--- src/hw/board_pkg.sv ---
`default_nettype none

package board_pkg;

    localparam int CLK_MHZ         = 100;
    localparam int SIO_HALF_CYCLES = 16;  // TM1638 clock half period in clk cycles.
    localparam int SCK_HALF_CYCLES = 16;  // Microphone clock half period in clk cycles.
    localparam int SAMPLE_W        = 24;

    // One microphone word, value is two's complement.
    typedef struct packed {
        logic signed [SAMPLE_W - 1:0] value;
        logic                         valid;  // One-cycle strobe.
    } sample_t;

endpackage

`default_nettype wire

--- src/hw/tm1638_pkg.sv ---
`default_nettype none

package tm1638_pkg;

    localparam int DIGITS    = 8;
    localparam int KEY_BYTES = 4;

    typedef enum logic [7:0] {
        CMD_WRITE_AUTO = 8'h40,  // Write with address auto increment.
        CMD_READ_KEYS  = 8'h42,
        CMD_ADDR0      = 8'hC0,
        CMD_DISPLAY_ON = 8'h8F   // Display on, full brightness.
    } tm_cmd_e;

    typedef enum logic [2:0] {
        ST_SNAP,
        ST_CMD,
        ST_DATA,
        ST_WAIT,
        ST_END
    } tm_state_e;

    // Segment byte per digit, bit 0 is segment a and bit 7 is dp.
    typedef struct packed {
        logic [DIGITS - 1:0][7:0] segments;
        logic [7:0]               leds;
    } panel_frame_t;

    typedef struct packed {
        logic [7:0] data;
        logic       read;
    } shift_req_t;

    typedef logic [7:0] panel_keys_t;

endpackage

`default_nettype wire

--- src/hw/serial_clk_timer.sv ---
`default_nettype none

module serial_clk_timer
#(
    parameter int half_cycles = 16
)
(
    input  logic clk,
    input  logic rst_n,
    input  logic enable,
    output logic level,
    output logic rise,
    output logic fall
);

    typedef logic [$clog2(half_cycles + 1) - 1:0] cnt_t;

    cnt_t cnt;

    // Strobes are registered, so they line up with the new level.
    always_ff @(posedge clk)
    begin
        if (!rst_n)
        begin
            cnt   <= cnt_t'(half_cycles - 1);
            level <= !enable;  // A free-running clock starts low.
            rise  <= 1'b0;
            fall  <= 1'b0;
        end
        else if (!enable)
        begin
            cnt   <= cnt_t'(half_cycles - 1);
            level <= 1'b1;  // Idle level.
            rise  <= 1'b0;
            fall  <= 1'b0;
        end
        else
        begin
            rise <= 1'b0;
            fall <= 1'b0;
            if (cnt == '0)
            begin
                cnt   <= cnt_t'(half_cycles - 1);
                level <= ~level;
                rise  <= ~level;
                fall  <= level;
            end
            else
                cnt <= cnt - 1'b1;
        end
    end

endmodule

`default_nettype wire

--- src/hw/i2s_mic_receiver.sv ---
`default_nettype none

module i2s_mic_receiver
(
    input  logic               clk,
    input  logic               rst_n,
    input  logic               sck_rise,
    input  logic               ws,
    input  logic               sd,
    output board_pkg::sample_t sample
);

    logic                                   ws_q;
    logic [$clog2(board_pkg::SAMPLE_W + 1) - 1:0] bit_cnt;  // Bits still to come.
    logic [board_pkg::SAMPLE_W - 1:0]       shreg;
    logic                                   word_done;

    always_ff @(posedge clk)
    begin
        if (!rst_n)
        begin
            ws_q         <= 1'b0;
            bit_cnt      <= '0;
            word_done    <= 1'b0;
            sample.valid <= 1'b0;
        end
        else
        begin
            word_done    <= 1'b0;
            sample.valid <= word_done;
            if (word_done)
                sample.value <= shreg;

            if (sck_rise)
            begin
                ws_q <= ws;
                // The rise that sees ws low for the first time carries the
                // one-bit delay slot, the MSB follows on the next rise.
                if (ws_q && !ws)
                    bit_cnt <= board_pkg::SAMPLE_W[$bits(bit_cnt) - 1:0];
                else if (bit_cnt != '0)
                begin
                    shreg     <= {shreg[board_pkg::SAMPLE_W - 2:0], sd};  // MSB first.
                    bit_cnt   <= bit_cnt - 1'b1;
                    word_done <= (bit_cnt == 1);
                end
            end
        end
    end

endmodule

`default_nettype wire

--- src/hw/tm1638_shifter.sv ---
`default_nettype none

module tm1638_shifter
(
    input  logic                   clk,
    input  logic                   rst_n,
    input  logic                   start,
    input  tm1638_pkg::shift_req_t req,
    input  logic                   sio_rise,
    input  logic                   sio_fall,
    output logic                   sio_en,
    output logic                   sio_data_out,
    output logic                   sio_data_oe,
    input  logic                   sio_data_in,
    output logic                   done,
    output logic [7:0]             rd_data
);

    logic       busy;
    logic       rd_mode;
    logic [2:0] bit_cnt;
    logic [7:0] shreg;

    // One register serves both directions.
    // Out of bit 0 on the fall, in at bit 7 on the rise.
    always_ff @(posedge clk)
    begin
        if (!rst_n)
        begin
            busy         <= 1'b0;
            rd_mode      <= 1'b0;
            bit_cnt      <= '0;
            done         <= 1'b0;
            sio_data_out <= 1'b1;
        end
        else
        begin
            done <= 1'b0;
            if (start && !busy)
            begin
                busy    <= 1'b1;
                rd_mode <= req.read;
                shreg   <= req.data;
                bit_cnt <= '0;
            end
            else if (busy)
            begin
                if (sio_fall && !rd_mode)
                    sio_data_out <= shreg[0];  // LSB first.
                if (sio_rise)
                begin
                    shreg   <= {sio_data_in, shreg[7:1]};
                    bit_cnt <= bit_cnt + 1'b1;
                    if (bit_cnt == 3'd7)
                    begin
                        busy <= 1'b0;
                        done <= 1'b1;
                    end
                end
            end
        end
    end

    assign sio_en      = busy;              // Timer runs only for a byte in flight.
    assign sio_data_oe = busy && !rd_mode;
    assign rd_data     = shreg;

endmodule

`default_nettype wire

--- src/hw/tm1638_sequencer.sv ---
`default_nettype none

module tm1638_sequencer
(
    input  logic                     clk,
    input  logic                     rst_n,
    input  tm1638_pkg::panel_frame_t frame,
    output logic                     sio_stb,
    output logic                     start,
    output tm1638_pkg::shift_req_t   req,
    input  logic                     done,
    input  logic [7:0]               rd_data,
    output tm1638_pkg::panel_keys_t  keys
);

    tm1638_pkg::tm_state_e    state;
    tm1638_pkg::tm_cmd_e      cmd_byte;
    tm1638_pkg::panel_frame_t snap;
    tm1638_pkg::panel_keys_t  key_buf;
    logic [1:0]               cmd_idx;
    logic [4:0]               byte_idx;    // Data bytes issued in this command.
    logic [4:0]               byte_total;
    logic [1:0]               key_idx;
    logic [7:0]               data_byte;

    always_comb
    begin
        case (cmd_idx)
            2'd0:    cmd_byte = tm1638_pkg::CMD_WRITE_AUTO;
            2'd1:    cmd_byte = tm1638_pkg::CMD_ADDR0;
            2'd2:    cmd_byte = tm1638_pkg::CMD_DISPLAY_ON;
            default: cmd_byte = tm1638_pkg::CMD_READ_KEYS;
        endcase
    end

    // Only the address and key commands carry data bytes.
    assign byte_total = (cmd_idx == 2'd1) ? 5'(2 * tm1638_pkg::DIGITS)
                      : (cmd_idx == 2'd3) ? 5'(tm1638_pkg::KEY_BYTES) : 5'd0;

    // Even bytes are segments, odd bytes light the LED of the same digit.
    assign data_byte = byte_idx[0] ? {7'd0, snap.leds[byte_idx[3:1]]}
                                   : snap.segments[byte_idx[3:1]];
    assign key_idx   = byte_idx[1:0] - 2'd1;

    always_ff @(posedge clk)
    begin
        if (!rst_n)
        begin
            state    <= tm1638_pkg::ST_SNAP;
            cmd_idx  <= '0;
            byte_idx <= '0;
            sio_stb  <= 1'b1;
            start    <= 1'b0;
            key_buf  <= '0;
            keys     <= '0;
        end
        else
        begin
            start <= 1'b0;
            case (state)
                tm1638_pkg::ST_SNAP:
                begin
                    snap    <= frame;  // Frame is frozen for the whole refresh.
                    cmd_idx <= '0;
                    state   <= tm1638_pkg::ST_CMD;
                end
                tm1638_pkg::ST_CMD:
                begin
                    sio_stb  <= 1'b0;
                    start    <= 1'b1;
                    req.data <= cmd_byte;
                    req.read <= 1'b0;
                    byte_idx <= '0;
                    state    <= tm1638_pkg::ST_WAIT;
                end
                tm1638_pkg::ST_DATA:
                begin
                    start    <= 1'b1;
                    req.data <= data_byte;
                    req.read <= (cmd_idx == 2'd3);
                    byte_idx <= byte_idx + 1'b1;
                    state    <= tm1638_pkg::ST_WAIT;
                end
                tm1638_pkg::ST_WAIT:
                    if (done)
                    begin
                        if (req.read)
                        begin
                            key_buf[{key_idx, 1'b0}] <= rd_data[0];
                            key_buf[{key_idx, 1'b1}] <= rd_data[4];
                        end
                        state <= (byte_idx == byte_total) ? tm1638_pkg::ST_END
                                                          : tm1638_pkg::ST_DATA;
                    end
                tm1638_pkg::ST_END:
                begin
                    sio_stb <= 1'b1;
                    if (cmd_idx == 2'd3)
                    begin
                        keys  <= key_buf;
                        state <= tm1638_pkg::ST_SNAP;  // Next refresh right away.
                    end
                    else
                    begin
                        cmd_idx <= cmd_idx + 1'b1;
                        state   <= tm1638_pkg::ST_CMD;
                    end
                end
                default: state <= tm1638_pkg::ST_SNAP;
            endcase
        end
    end

endmodule

`default_nettype wire

--- src/hw/level_display.sv ---
`default_nettype none

module level_display
(
    input  logic                     clk,
    input  logic                     rst_n,
    input  board_pkg::sample_t       sample,
    input  tm1638_pkg::panel_keys_t  keys,
    output tm1638_pkg::panel_frame_t frame
);

    logic [board_pkg::SAMPLE_W:0] ext;
    logic [board_pkg::SAMPLE_W:0] mag;
    logic [7:0]                   level;
    logic                         hold;

    function automatic logic [7:0] hex_font(input logic [3:0] nib);
        case (nib)
            4'h0: return 8'h3F;
            4'h1: return 8'h06;
            4'h2: return 8'h5B;
            4'h3: return 8'h4F;
            4'h4: return 8'h66;
            4'h5: return 8'h6D;
            4'h6: return 8'h7D;
            4'h7: return 8'h07;
            4'h8: return 8'h7F;
            4'h9: return 8'h6F;
            4'hA: return 8'h77;
            4'hB: return 8'h7C;
            4'hC: return 8'h39;
            4'hD: return 8'h5E;
            4'hE: return 8'h79;
            default: return 8'h71;
        endcase
    endfunction

    assign hold = keys[0];

    // One extra bit so that the most negative sample has a magnitude.
    assign ext = {sample.value[board_pkg::SAMPLE_W - 1], sample.value};
    assign mag = ext[board_pkg::SAMPLE_W] ? -ext : ext;

    always_comb
    begin
        for (int i = 0; i < 8; i++)
            level[i] = (mag >> (15 + i)) != '0;  // Bar of 2**15 up to 2**22.
    end

    always_ff @(posedge clk)
    begin
        if (!rst_n)
            frame <= '0;
        else
        begin
            frame.segments[6] <= hex_font(keys[3:0]);
            frame.segments[7] <= hex_font(keys[7:4]);
            if (sample.valid && !hold)
            begin
                for (int d = 0; d < board_pkg::SAMPLE_W / 4; d++)
                    frame.segments[d] <= hex_font(sample.value[4 * d +: 4]);
                frame.leds <= level;
            end
        end
    end

endmodule

`default_nettype wire

--- src/hw/board_specific_top.sv ---
`default_nettype none

module board_specific_top
(
    input  logic clk,
    input  logic rst_n,

    output logic mic_sck,
    output logic mic_ws,
    output logic mic_lr,
    input  logic mic_sd,

    output logic sio_clk,
    output logic sio_stb,
    output logic sio_data_out,
    output logic sio_data_oe,
    input  logic sio_data_in
);

    logic                     sck_rise;
    logic                     sck_fall;
    logic [4:0]               sck_fall_cnt;
    logic                     sio_en;
    logic                     sio_rise;
    logic                     sio_fall;
    logic                     shift_start;
    logic                     shift_done;
    logic [7:0]               shift_rd_data;
    tm1638_pkg::shift_req_t   shift_req;
    board_pkg::sample_t       sample;
    tm1638_pkg::panel_frame_t frame;
    tm1638_pkg::panel_keys_t  keys;

    assign mic_lr = 1'b0;  // Left channel.

    // With the 100 MHz board clock (board_pkg::CLK_MHZ) both serial clocks
    // run at 3.125 MHz.
    serial_clk_timer
    #(
        .half_cycles ( board_pkg::SCK_HALF_CYCLES )
    )
    i_sck_timer
    (
        .clk    ( clk      ),
        .rst_n  ( rst_n    ),
        .enable ( 1'b1     ),
        .level  ( mic_sck  ),
        .rise   ( sck_rise ),
        .fall   ( sck_fall )
    );

    // Word select, 32 sck periods per channel.
    always_ff @(posedge clk)
    begin
        if (!rst_n)
        begin
            sck_fall_cnt <= '0;
            mic_ws       <= 1'b0;
        end
        else if (sck_fall)
        begin
            sck_fall_cnt <= sck_fall_cnt + 1'b1;
            if (sck_fall_cnt == 5'd31)
                mic_ws <= ~mic_ws;
        end
    end

    i2s_mic_receiver i_mic
    (
        .clk      ( clk      ),
        .rst_n    ( rst_n    ),
        .sck_rise ( sck_rise ),
        .ws       ( mic_ws   ),
        .sd       ( mic_sd   ),
        .sample   ( sample   )
    );

    level_display i_lab
    (
        .clk    ( clk    ),
        .rst_n  ( rst_n  ),
        .sample ( sample ),
        .keys   ( keys   ),
        .frame  ( frame  )
    );

    tm1638_sequencer i_sequencer
    (
        .clk     ( clk           ),
        .rst_n   ( rst_n         ),
        .frame   ( frame         ),
        .sio_stb ( sio_stb       ),
        .start   ( shift_start   ),
        .req     ( shift_req     ),
        .done    ( shift_done    ),
        .rd_data ( shift_rd_data ),
        .keys    ( keys          )
    );

    tm1638_shifter i_shifter
    (
        .clk          ( clk           ),
        .rst_n        ( rst_n         ),
        .start        ( shift_start   ),
        .req          ( shift_req     ),
        .sio_rise     ( sio_rise      ),
        .sio_fall     ( sio_fall      ),
        .sio_en       ( sio_en        ),
        .sio_data_out ( sio_data_out  ),
        .sio_data_oe  ( sio_data_oe   ),
        .sio_data_in  ( sio_data_in   ),
        .done         ( shift_done    ),
        .rd_data      ( shift_rd_data )
    );

    serial_clk_timer
    #(
        .half_cycles ( board_pkg::SIO_HALF_CYCLES )
    )
    i_sio_timer
    (
        .clk    ( clk      ),
        .rst_n  ( rst_n    ),
        .enable ( sio_en   ),
        .level  ( sio_clk  ),
        .rise   ( sio_rise ),
        .fall   ( sio_fall )
    );

endmodule

`default_nettype wire

--- config.mk ---
export PLATFORM = sky130hd
export DESIGN_NAME = board_specific_top
export DESIGN_NICKNAME = d
export VERILOG_FILES = /design/src/hw/board_pkg.sv /design/src/hw/tm1638_pkg.sv /design/src/hw/serial_clk_timer.sv /design/src/hw/i2s_mic_receiver.sv /design/src/hw/tm1638_shifter.sv /design/src/hw/tm1638_sequencer.sv /design/src/hw/level_display.sv /design/src/hw/board_specific_top.sv
export SDC_FILE = /design/constraint.sdc
export NUM_CORES = 1
export LEC_CHECK = 0
export BUFFER_PORTS_ARGS = -buffer_cell sky130_fd_sc_hd__clkbuf_2
export CORE_ASPECT_RATIO = 1.5
export CORE_MARGIN = 3
export CORE_UTILIZATION = 60
export DETAILED_ROUTE_END_ITERATION = 10
export PLACE_DENSITY = 0.76
export REMOVE_ABC_BUFFERS = 1
export SLEW_MARGIN = 20
export SYNTH_ARGS = -nofsm -noshare
export SYNTH_HDL_FRONTEND = slang
export SYNTH_SLANG_ARGS = --single-unit
--- constraint.sdc ---
create_clock -name clk -period 6.3 [get_ports clk]
set_clock_uncertainty 0.05 [all_clocks]
set_input_delay 0.315 -clock clk [delete_from_list [all_inputs] [get_ports clk]]
set_output_delay 0.315 -clock clk [all_outputs]
set_load 0.05 [all_outputs]
Yosys cells after proc, flatten, opt, wreduce, memory -nomap -nowiden
Memories as Yosys holds them, arrays and structs flattened. A register that Yosys moved wholly into a read port is not among the register bits.
Index checks and enable logic that the tools add are counted.
Widths: inputs -> output; s select.
{ "word_totals": {"romBits": 896, "n_memories": 8, "regBits": 274} }
{ "mem_list": {"columns": ["memory", "words", "word_bits", "read_ports", "rd_clocked_by_memory_dff", "wr", "line_no", "rtl"], "rows": [
  ["(no name shown)", 16, 7, 1, 1, 0, "level_display.sv:18", "case (nib)"],
  ["(no name shown)", 16, 7, 1, 1, 0, "level_display.sv:18", null],
  ["(no name shown)", 16, 7, 1, 1, 0, "level_display.sv:18", null],
  ["(no name shown)", 16, 7, 1, 1, 0, "level_display.sv:18", null],
  ["(no name shown)", 16, 7, 1, 1, 0, "level_display.sv:18", null],
  ["(no name shown)", 16, 7, 1, 1, 0, "level_display.sv:18", null],
  ["+2 memories", null, null, null, null, null, null, null]
]} }
{ "op_classes": {"n_bitwise": 10, "muxes": 38, "n_addsub": 9, "n_eq_ne": 14, "n_reduce_logical": 58, "magnitude_cmp": 5} }
{ "ops": {"columns": ["op", "n"], "rows": [
  ["$reduce_bool 25->1", 8],
  ["$mux 8", 5],
  ["$mux 25", 1],
  ["$neg 25->25", 1],
  ["$bmux 8 s3", 1],
  ["$pmux 8 s3", 1],
  ["$pmux 9 s2", 1],
  ["$reduce_and 2->1", 9],
  ["$bwmux 8", 2],
  ["$mux 5", 3],
  ["$sub 5x1->5 const B", 3],
  ["$mux 1", 13],
  ["$logic_not 1->1", 12],
  ["$lt 3x4->1 const B", 3],
  ["$pmux 3 s4", 1],
  ["$reduce_and 3->1", 4],
  ["$reduce_bool 2->1", 6],
  ["$add 5x1->5 const B", 2],
  ["$logic_not 5->1", 2],
  ["$not 1->1", 10],
  ["$pmux 5 s2", 1],
  ["$mux 3", 3],
  ["$reduce_or 4->1", 2],
  ["$logic_and 1x1->1", 7],
  ["26 further kinds", 33]
]} }

Longest topological paths before layout
Gate-level depths: netlist of the first run.
{ "depth": {"depth_word": 7, "mapped_depth": 8, "ltp_nobuf": 8} }

Hierarchy
From an unflattened synthesis of the first run, not the netlist that was laid out.
{ "unflattened": {"cells_unflattened": 1054, "hier_area_um2": 12293.0} }
{ "modules_own_cells": {"columns": ["mod", "area_each_um2", "cells_each", "seq_area_each_um2", "n_inst"], "rows": [
  ["tm1638_sequencer", 4434.3, 287, 2992.9, 1],
  ["level_display", 4359.2, 529, 1281.2, 1],
  ["i2s_mic_receiver", 1880.6, 95, 1601.5, 1],
  ["serial_clk_timer", 330.3, 32, 170.2, 2],
  ["tm1638_shifter", 645.6, 49, 380.4, 1],
  ["board_specific_top", 312.8, 30, 120.1, 1]
]} }

Worst setup path before layout of the first run
No wires, ideal clock.
{ "synth_path": {"kind": "reg-to-reg", "start": "register i_sequencer.state[1]", "end": "register i_sequencer.snap[0] in the netlist's numbering (enable)", "synth_period_minus_slack_ps": 5704, "n_path_buf": 2, "slack_ps": 596, "t_arrival_ps": 5090, "path_stages_with_launch": 4, "t_required_ps": 5685, "path_cell_list": "dfxtp_1 > clkbuf_1 > clkbuf_1 > nor3_1"} }
{ "synth_via": {"elab_chain_cells": 2} }
{ "synth_lines": {"columns": ["item", "line_no", "rtl"], "rows": [
  ["from (decl)", "tm1638_sequencer.sv:16", "tm1638_pkg::tm_state_e state;"],
  ["from (signal assigned)", "tm1638_sequencer.sv:49", "state <= tm1638_pkg::ST_SNAP;"],
  ["from (signal assigned)", "tm1638_sequencer.sv:65", "state <= tm1638_pkg::ST_CMD;"],
  ["from (signal assigned)", "tm1638_sequencer.sv:74", "state <= tm1638_pkg::ST_WAIT;"],
  ["$logic_not 3->1", "tm1638_sequencer.sv:60", "case (state)"],
  ["$reduce_and 2->1 (no source line)", null, null],
  ["to (signal assigned)", "tm1638_sequencer.sv:63", "snap <= frame;"],
  ["to (decl)", "tm1638_sequencer.sv:18", "tm1638_pkg::panel_frame_t snap;"]
]} }
No other way between the ends.
A chain may end at the register's enable or synchronous reset.

Final worst setup path of the first run
{ "layout_path": {"start": "register, netlist name i_mic.sample[8]", "end": "register, netlist name i_lab.frame[3]"} }
{ "layout_via": {"elab_chain_cells": 3} }
{ "layout_lines": {"columns": ["item", "line_no", "rtl"], "rows": [
  ["$neg 25->25", "level_display.sv:42", "assign mag = ext[board_pkg::SAMPLE_W] ? -ext : ext;"],
  ["$mux 25", "level_display.sv:42", null],
  ["$reduce_bool 25->1", "level_display.sv:47", "level[i] = (mag >> (15 + i)) != '0;"]
]} }
No other way between the ends.

==> impl_metrics.csv, run 1 <==
group,metric,value,unit
drt,wl_per_cell,17.1,microns
outcome,outcome,"finished, final reports clean",
synth,synthCells,1062,
global_routing,antenna_found_initial,0,
drt,via_per_inst,5.78,
worst_setup_path,crit_type,"reg2reg",
synth,yosys_register_bits,258,
worst_setup_path,r2r.worst_path.cells,6,
drt,drc,0,
worst_setup_path,critPathRequiredTime,6630,ps
layout,area_delta_synth_final,8.30,%
synth,synth-edff-count,130,
global_routing,grt_pass1_wl,36900,microns
synth,yosys_most_used_dff,"edfxtp_1",
timing,slew_violations,0,
clock_network,cts_buffers,24,
global_routing,grt-ovfl-total,0,
clock_network,cts-htree-levels,1,
synth,yosys_warnings,0,
timing,finalCriticalPeriod,2680,ps
worst_setup_path,max_stage_delay,590,ps
drt,vias,7585,
layout,drive_gt1_frac,0.0915,
timing,period_share,0.425,
layout,utilization,0.670,
worst_setup_path,slowest_stage,"edfxtp_1",
timing,worstMarginPinSlew,1050,ps
worst_setup_path,crit_top_cell,"nor4_1",
pwr,powerDensity,261,mW/mm^2
worst_setup_path,path_max_fanout,15,
timing,hold_viol_final,0,
timing,finalSetupViolations,0,
clock_network,cts_max_path_buffers,3,
drt,drt_iter0_markers,600,
worst_setup_path,crit_cells,6,
worst_setup_path,cp-start-kind,"flip-flop",
clock_network,cts_sinks,258,
drt,routed_wl,22500,microns
timing,slew_headroom,0.303,
hold_path,hp-class,"in2reg",
layout,fillers,1408,
clock_network,postCtsSetupRepairBufs,0,
floorplanning,die_area,0.0211,sq mm
worst_setup_path,reg2reg_slack,3620,ps
floorplanning,start_util,0.618,
pwr,leakagePower,0.00456,uW
worst_setup_path,cpLargestDelayFamily,"simple AND/OR/NAND/NOR gates",
timing,rsz0062_at_grt,"no",
clock_network,ctsResizeCount,0,
synth,synth_area,0.0116,sq mm
flow_run,maxCapViolations,0,
worst_setup_path,worstReg2RegStart,"i_mic.sample[8]",
timing,finalWorstSetupSlack,3620,ps
synth,synth_cell_types,61,
hold_path,hold_start,"sio_data_in",
worst_setup_path,critPathLaunch,"i_mic.sample[8]",
layout,num_antenna_cells,0,
timing,fin_tns_setup,0,ps
synth,synthTopCellsByArea,"edfxtp_1 (34%), dfxtp_1 (22%), ha_1 (7.7%), a21oi_1 (4.5%), mux4_2 (4.1%)",
layout,nNetsFinal,1117,
place,gp_congestion,0.870,
synth,yosysTopAreaCell,"edfxtp_1",
worst_setup_path,endpoint_kind,"flip-flop",
clock_network,clockRootBuffer,"clkbuf_16",
clock_network,tritoncts,"yes",
global_routing,grt_max_degree,75,
place,numPortBuffers,9,
synth,postSynth.asyncResetShare,0,
worst_setup_path,arrival,3010,ps
synth,synthTopCellsByCount,"edfxtp_1 (130), dfxtp_1 (128), nor2_1 (113), a21oi_1 (104), nand2_1 (99)",
worst_setup_path,r2r_end,"i_lab.frame[3]",
floorplanning,core.rowCount,61,
worst_setup_path,endpoint,"i_lab.frame[3]",
floorplanning,die_h,176,microns
global_routing,grt_pass1_vias,7382,
synth,syn_avg_cell_area,10.9,sq um
floorplanning,core,0.0188,sq mm
clock_network,postCtsHoldBufs,1,
worst_setup_path,cp_num_buf_inv,0,
place,dp_hpwl,15300,microns
clock_network,path_clk_slew,60,ps
drt,drtPass1Iterations,5,
clock_network,worstSkewPairLatency,510,ps
global_routing,grt_use_total,0.216,
drt,ant_nets,0,
floorplanning,ioPinCount,11,
synth,synth_top_cell_area_share,0.336,
pwr,peakVddDrop,0.195,mV
synth,ys_seq_area_frac,0.557,
synth,synth.most_common_cell,"edfxtp_1",
floorplanning,die_w,120,microns
timing,timing.fmax,0.374,GHz
place,dp_slack,3650,ps
worst_setup_path,crit_chain,"nor4_1, nand4_1, nor4_1, o21ai_0, a22oi_1, a31oi_1",
-- worst min-delay path by stage --
stage / endpoint / slack, ps / cells after the start
finish: i_shifter.rd_data[7] / 60 / 2
global route: i_shifter.rd_data[7] / 70 / 2
CTS: i_shifter.rd_data[7] / 50 / 2
detailed placement: i_sck_timer.cnt[0] / 340 / 1
global placement: i_sio_timer.cnt[0] / 330 / 1
floorplan: i_sck_timer.cnt[0] / 320 / 1
-- flip-flops by register name, summed over array words and instances, names as in the netlist, 2 cells and up --
name and count:
i_sequencer.key_buf 8, i_sequencer.req 9, i_sequencer.snap 64, i_sequencer.keys 8
i_mic.bit_cnt 5, sck_fall_cnt 5, i_mic.shreg 24, i_shifter.bit_cnt 3
i_lab.frame 64, i_mic.sample 25, i_sck_timer.cnt 5, i_sequencer.cmd_idx 2
i_sio_timer.cnt 5, i_sequencer.byte_idx 5, i_sequencer.state 3, i_shifter.rd_data 8
-- cells in the final DEF (no fill, tap or decap), drive strengths merged, types with 11 or more instances in the layout --
master    n
dfxtp   128
o21ai    41
clkbuf   42
nor2b    16
inv      43
nor3     15
a211oi   27
a221oi   11
mux4     21
nand3    22
edfxtp  130
a21oi   104
ha       71
nand2b   13
mux2i    15
nor2    113
nand2    99
mux2     11
xnor2    11
-- metrics by stage --
step	total power [uW]	instances	instance area (sq um)	hold slack (ps)
3_5_place_dp	1910	1267	11800	336
3_3_place_gp	1910	1267	11800	330
6_report	3280	1312	12600	61.4
5_1_grt	3380	1312	12600	69.0
2_1_floorplan	1880	1000	11400	321
4_1_cts	3300	1312	12600	47.2
-- kinds of logic after synthesis --
group	count (synthesis)	share of synthesized area
fa+ha+maj	71	0.0765
compound gates	228	0.118
simple gates	335	0.136
xor+xnor	18	0.0136
other cells	1	0.000323
mux	47	0.0644
buf+inv	104	0.0341
flops	258	0.557
-- final cells by class --
class | instances | area, sq um | area share
Clock buffer | 33 | 687 | 0.0546
Multi-Input combinational cell | 700 | 4760 | 0.379
Clock inverter | 11 | 83.8 | 0.00667
Sequential cell | 258 | 6470 | 0.514
Timing Repair Buffer | 16 | 100 | 0.00796
Inverter | 42 | 158 | 0.0125
Tap cell | 252 | 315 | 0.0251
-- power breakdown --
part	leakage (uW)	internal (uW)	total (uW)	switching, uW
clock	0.000380	807	1410	599
combinational	0.00193	23.3	75.5	52.2
sequential	0.00224	1780	1800	16.3
-- layer usage --
layer,routed length [microns],vias up,GRT usage
li1,-,3776,-
met1,9320,3616,0.257
met2,11600,152,0.394
met3,688,41,0.0253
met4,869,0,0.0927
met5,0,-,0
Note: power is estimated with default switching activity, not from simulation.
==> inputs of run 2 (changes only) <==
--- a/config.mk
+++ b/config.mk
@@ -8,7 +8,7 @@
 export BUFFER_PORTS_ARGS = -buffer_cell sky130_fd_sc_hd__clkbuf_2
 export CORE_ASPECT_RATIO = 1.5
 export CORE_MARGIN = 3
-export CORE_UTILIZATION = 60
+export CORE_UTILIZATION = 57
 export DETAILED_ROUTE_END_ITERATION = 10
 export PLACE_DENSITY = 0.76
 export REMOVE_ABC_BUFFERS = 1
==> constraint.sdc (replaced) <==
create_clock -name clk -period 2.3 [get_ports clk]
set_clock_uncertainty 0.05 [all_clocks]
set_input_delay 0.115 -clock clk [delete_from_list [all_inputs] [get_ports clk]]
set_output_delay 0.115 -clock clk [all_outputs]
set_load 0.05 [all_outputs]
==> impl_metrics.csv, run 2 (synthesis results as in run 1) <==
group,metric,value,unit
outcome,outcome,"finished, final reports clean",
timing,hold_viol_final,0,
place,dp_slack,-77.2,ps
clock_network,postCtsSetupRepairBufs,0,
global_routing,grt_pass1_wl,38700,microns
clock_network,cts-htree-levels,1,
global_routing,grt_use_total,0.217,
global_routing,grt-ovfl-total,0,
clock_network,cts_sinks,258,
floorplanning,start_util,0.584,
global_routing,grt_pass1_vias,7682,
drt,via_per_inst,5.70,
pwr,peakVddDrop,0.586,mV
pwr,leakagePower,0.00487,uW
place,dp_hpwl,16500,microns
global_routing,grt_max_degree,75,
layout,nNetsFinal,1179,
timing,slew_violations,0,
layout,finalInstanceArea,0.0132,sq mm
drt,ant_nets,0,
timing,finalCriticalPeriod,2300,ps
timing,rsz0062_at_grt,"yes",
worst_setup_path,path_max_fanout,2,
timing,fin_tns_setup,0,ps
drt,routed_wl,23400,microns
clock_network,worstSkewPairLatency,500,ps
floorplanning,core,0.0199,sq mm
drt,drc,0,
place,numPortBuffers,9,
global_routing,antenna_found_initial,0,
floorplanning,die_h,181,microns
timing,timing.fmax,0.435,GHz
clock_network,path_clk_slew,70,ps
floorplanning,ioPinCount,11,
drt,top_layer_used,"met4",
floorplanning,die_area,0.0221,sq mm
drt,vias,7861,
timing,holdWs,293,ps
layout,mostFrequentLayoutCells,"edfxtp_1 (130), dfxtp_1 (128), nor2_1 (112)",
timing,period_share,1.00,
layout,area_delta_synth_final,13.6,%
place,gp_congestion,0.905,
hold_path,hp-class,"in2reg",
timing,worstMarginPinSlew,617,ps
clock_network,cts_max_path_buffers,3,
flow_run,maxCapViolations,0,
drt,drtPass1Iterations,5,
clock_network,clockRootBuffer,"clkbuf_16",
worst_setup_path,cp-start-kind,"flip-flop",
layout,drive_gt1_frac,0.159,
worst_setup_path,crit_type,"reg2reg",
layout,num_antenna_cells,0,
timing,finalWorstSetupSlack,0.446,ps
worst_setup_path,critPathRequiredTime,2630,ps
worst_setup_path,endpoint_kind,"flip-flop",
drt,met3_length,703,microns
layout,fillers,1488,
layout,utilization,0.664,
clock_network,cts_buffers,23,
timing,finalSetupViolations,0,
drt,wl_met1,9120,microns
timing,slew_headroom,0.587,
layout,reg_top3,"i_lab.frame (64), i_sequencer.snap (64), i_mic.sample (25)",
clock_network,tritoncts,"yes",
drt,drt_iter0_markers,760,
pwr,powerDensity,678,mW/mm^2
drt,wl_met2,12500,microns
layout,final_common_cell,"edfxtp_1",
drt,wl_per_cell,17.0,microns
floorplanning,core.rowCount,63,
floorplanning,die_w,123,microns
place,dpl_cell_area,0.0123,sq mm
worst_setup_path,arrival,2630,ps
## run 2: changes by cell type in the layout (fill, tap and decap cells not counted), sizes merged
cell,before,now
clkbuf,42,36
dlygate4sd3,1,3
inv,43,44
buf,6,67
clkinvlp,0,2
clkinv,9,8
bufinv,1,2
## run 2: area by class of cell
class / instances / area [sq um] / share of cell area
Sequential cell: 258 / 6470 / 0.490
Multi-Input combinational cell: 700 / 4870 / 0.369
Clock buffer: 27 / 622 / 0.0471
Timing Repair Buffer: 79 / 616 / 0.0467
Tap cell: 260 / 325 / 0.0247
Inverter: 42 / 158 / 0.0120
Clock inverter: 14 / 130 / 0.00987
## run 2: per-layer routing
| layer | global-route usage | up-vias |
|---|---|---|
| met4 | 0.0991 | 0 |
| met5 | 0 | - |
| met2 | 0.396 | 152 |
| met3 | 0.0225 | 58 |
| li1 | - | 3889 |
| met1 | 0.252 | 3762 |
## run 2: report_power, final
group          internal [uW]  switching [uW]  total [uW]
clock                   2170            1620        3790
combinational           79.4             157         236
sequential              4880            36.2        4920
## run 2: critical path, stage by stage (launching register included)
cell	delay, ps
edfxtp_1	390
or4_4	580
or4_4	510
o21a_1	180
o32a_1	180
a211oi_2	200
a21oi_1	80
## run 2: final timing paths
kind,from,end,slack [ps],cells after the start
max,i_mic.sample[11],i_lab.frame[0],0.4,6
min,mic_sd,i_mic.shreg[0],290,2
min reg2reg,i_sck_timer.cnt[0],i_sck_timer.cnt[0],350,1
max reg2reg,i_mic.sample[11],i_lab.frame[0],0.4,6
## run 2: metrics by stage
| step | instances | total power (uW) |
|---|---|---|
| 6_report | 1380 | 8950 |
| 5_1_grt | 1380 | 9230 |
| 4_1_cts | 1380 | 9030 |
| 3_5_place_dp | 1336 | 5250 |
| 3_3_place_gp | 1336 | 5240 |
| 2_1_floorplan | 1000 | 5160 |
## run 2: repair_timing
action / CTS / global route
resized for setup: 5 / 18
setup endpoints to repair: 5 / 8
hold buffers: 3 / 0
pin swaps: 3 / 3
hold endpoints to repair: 3 / 0
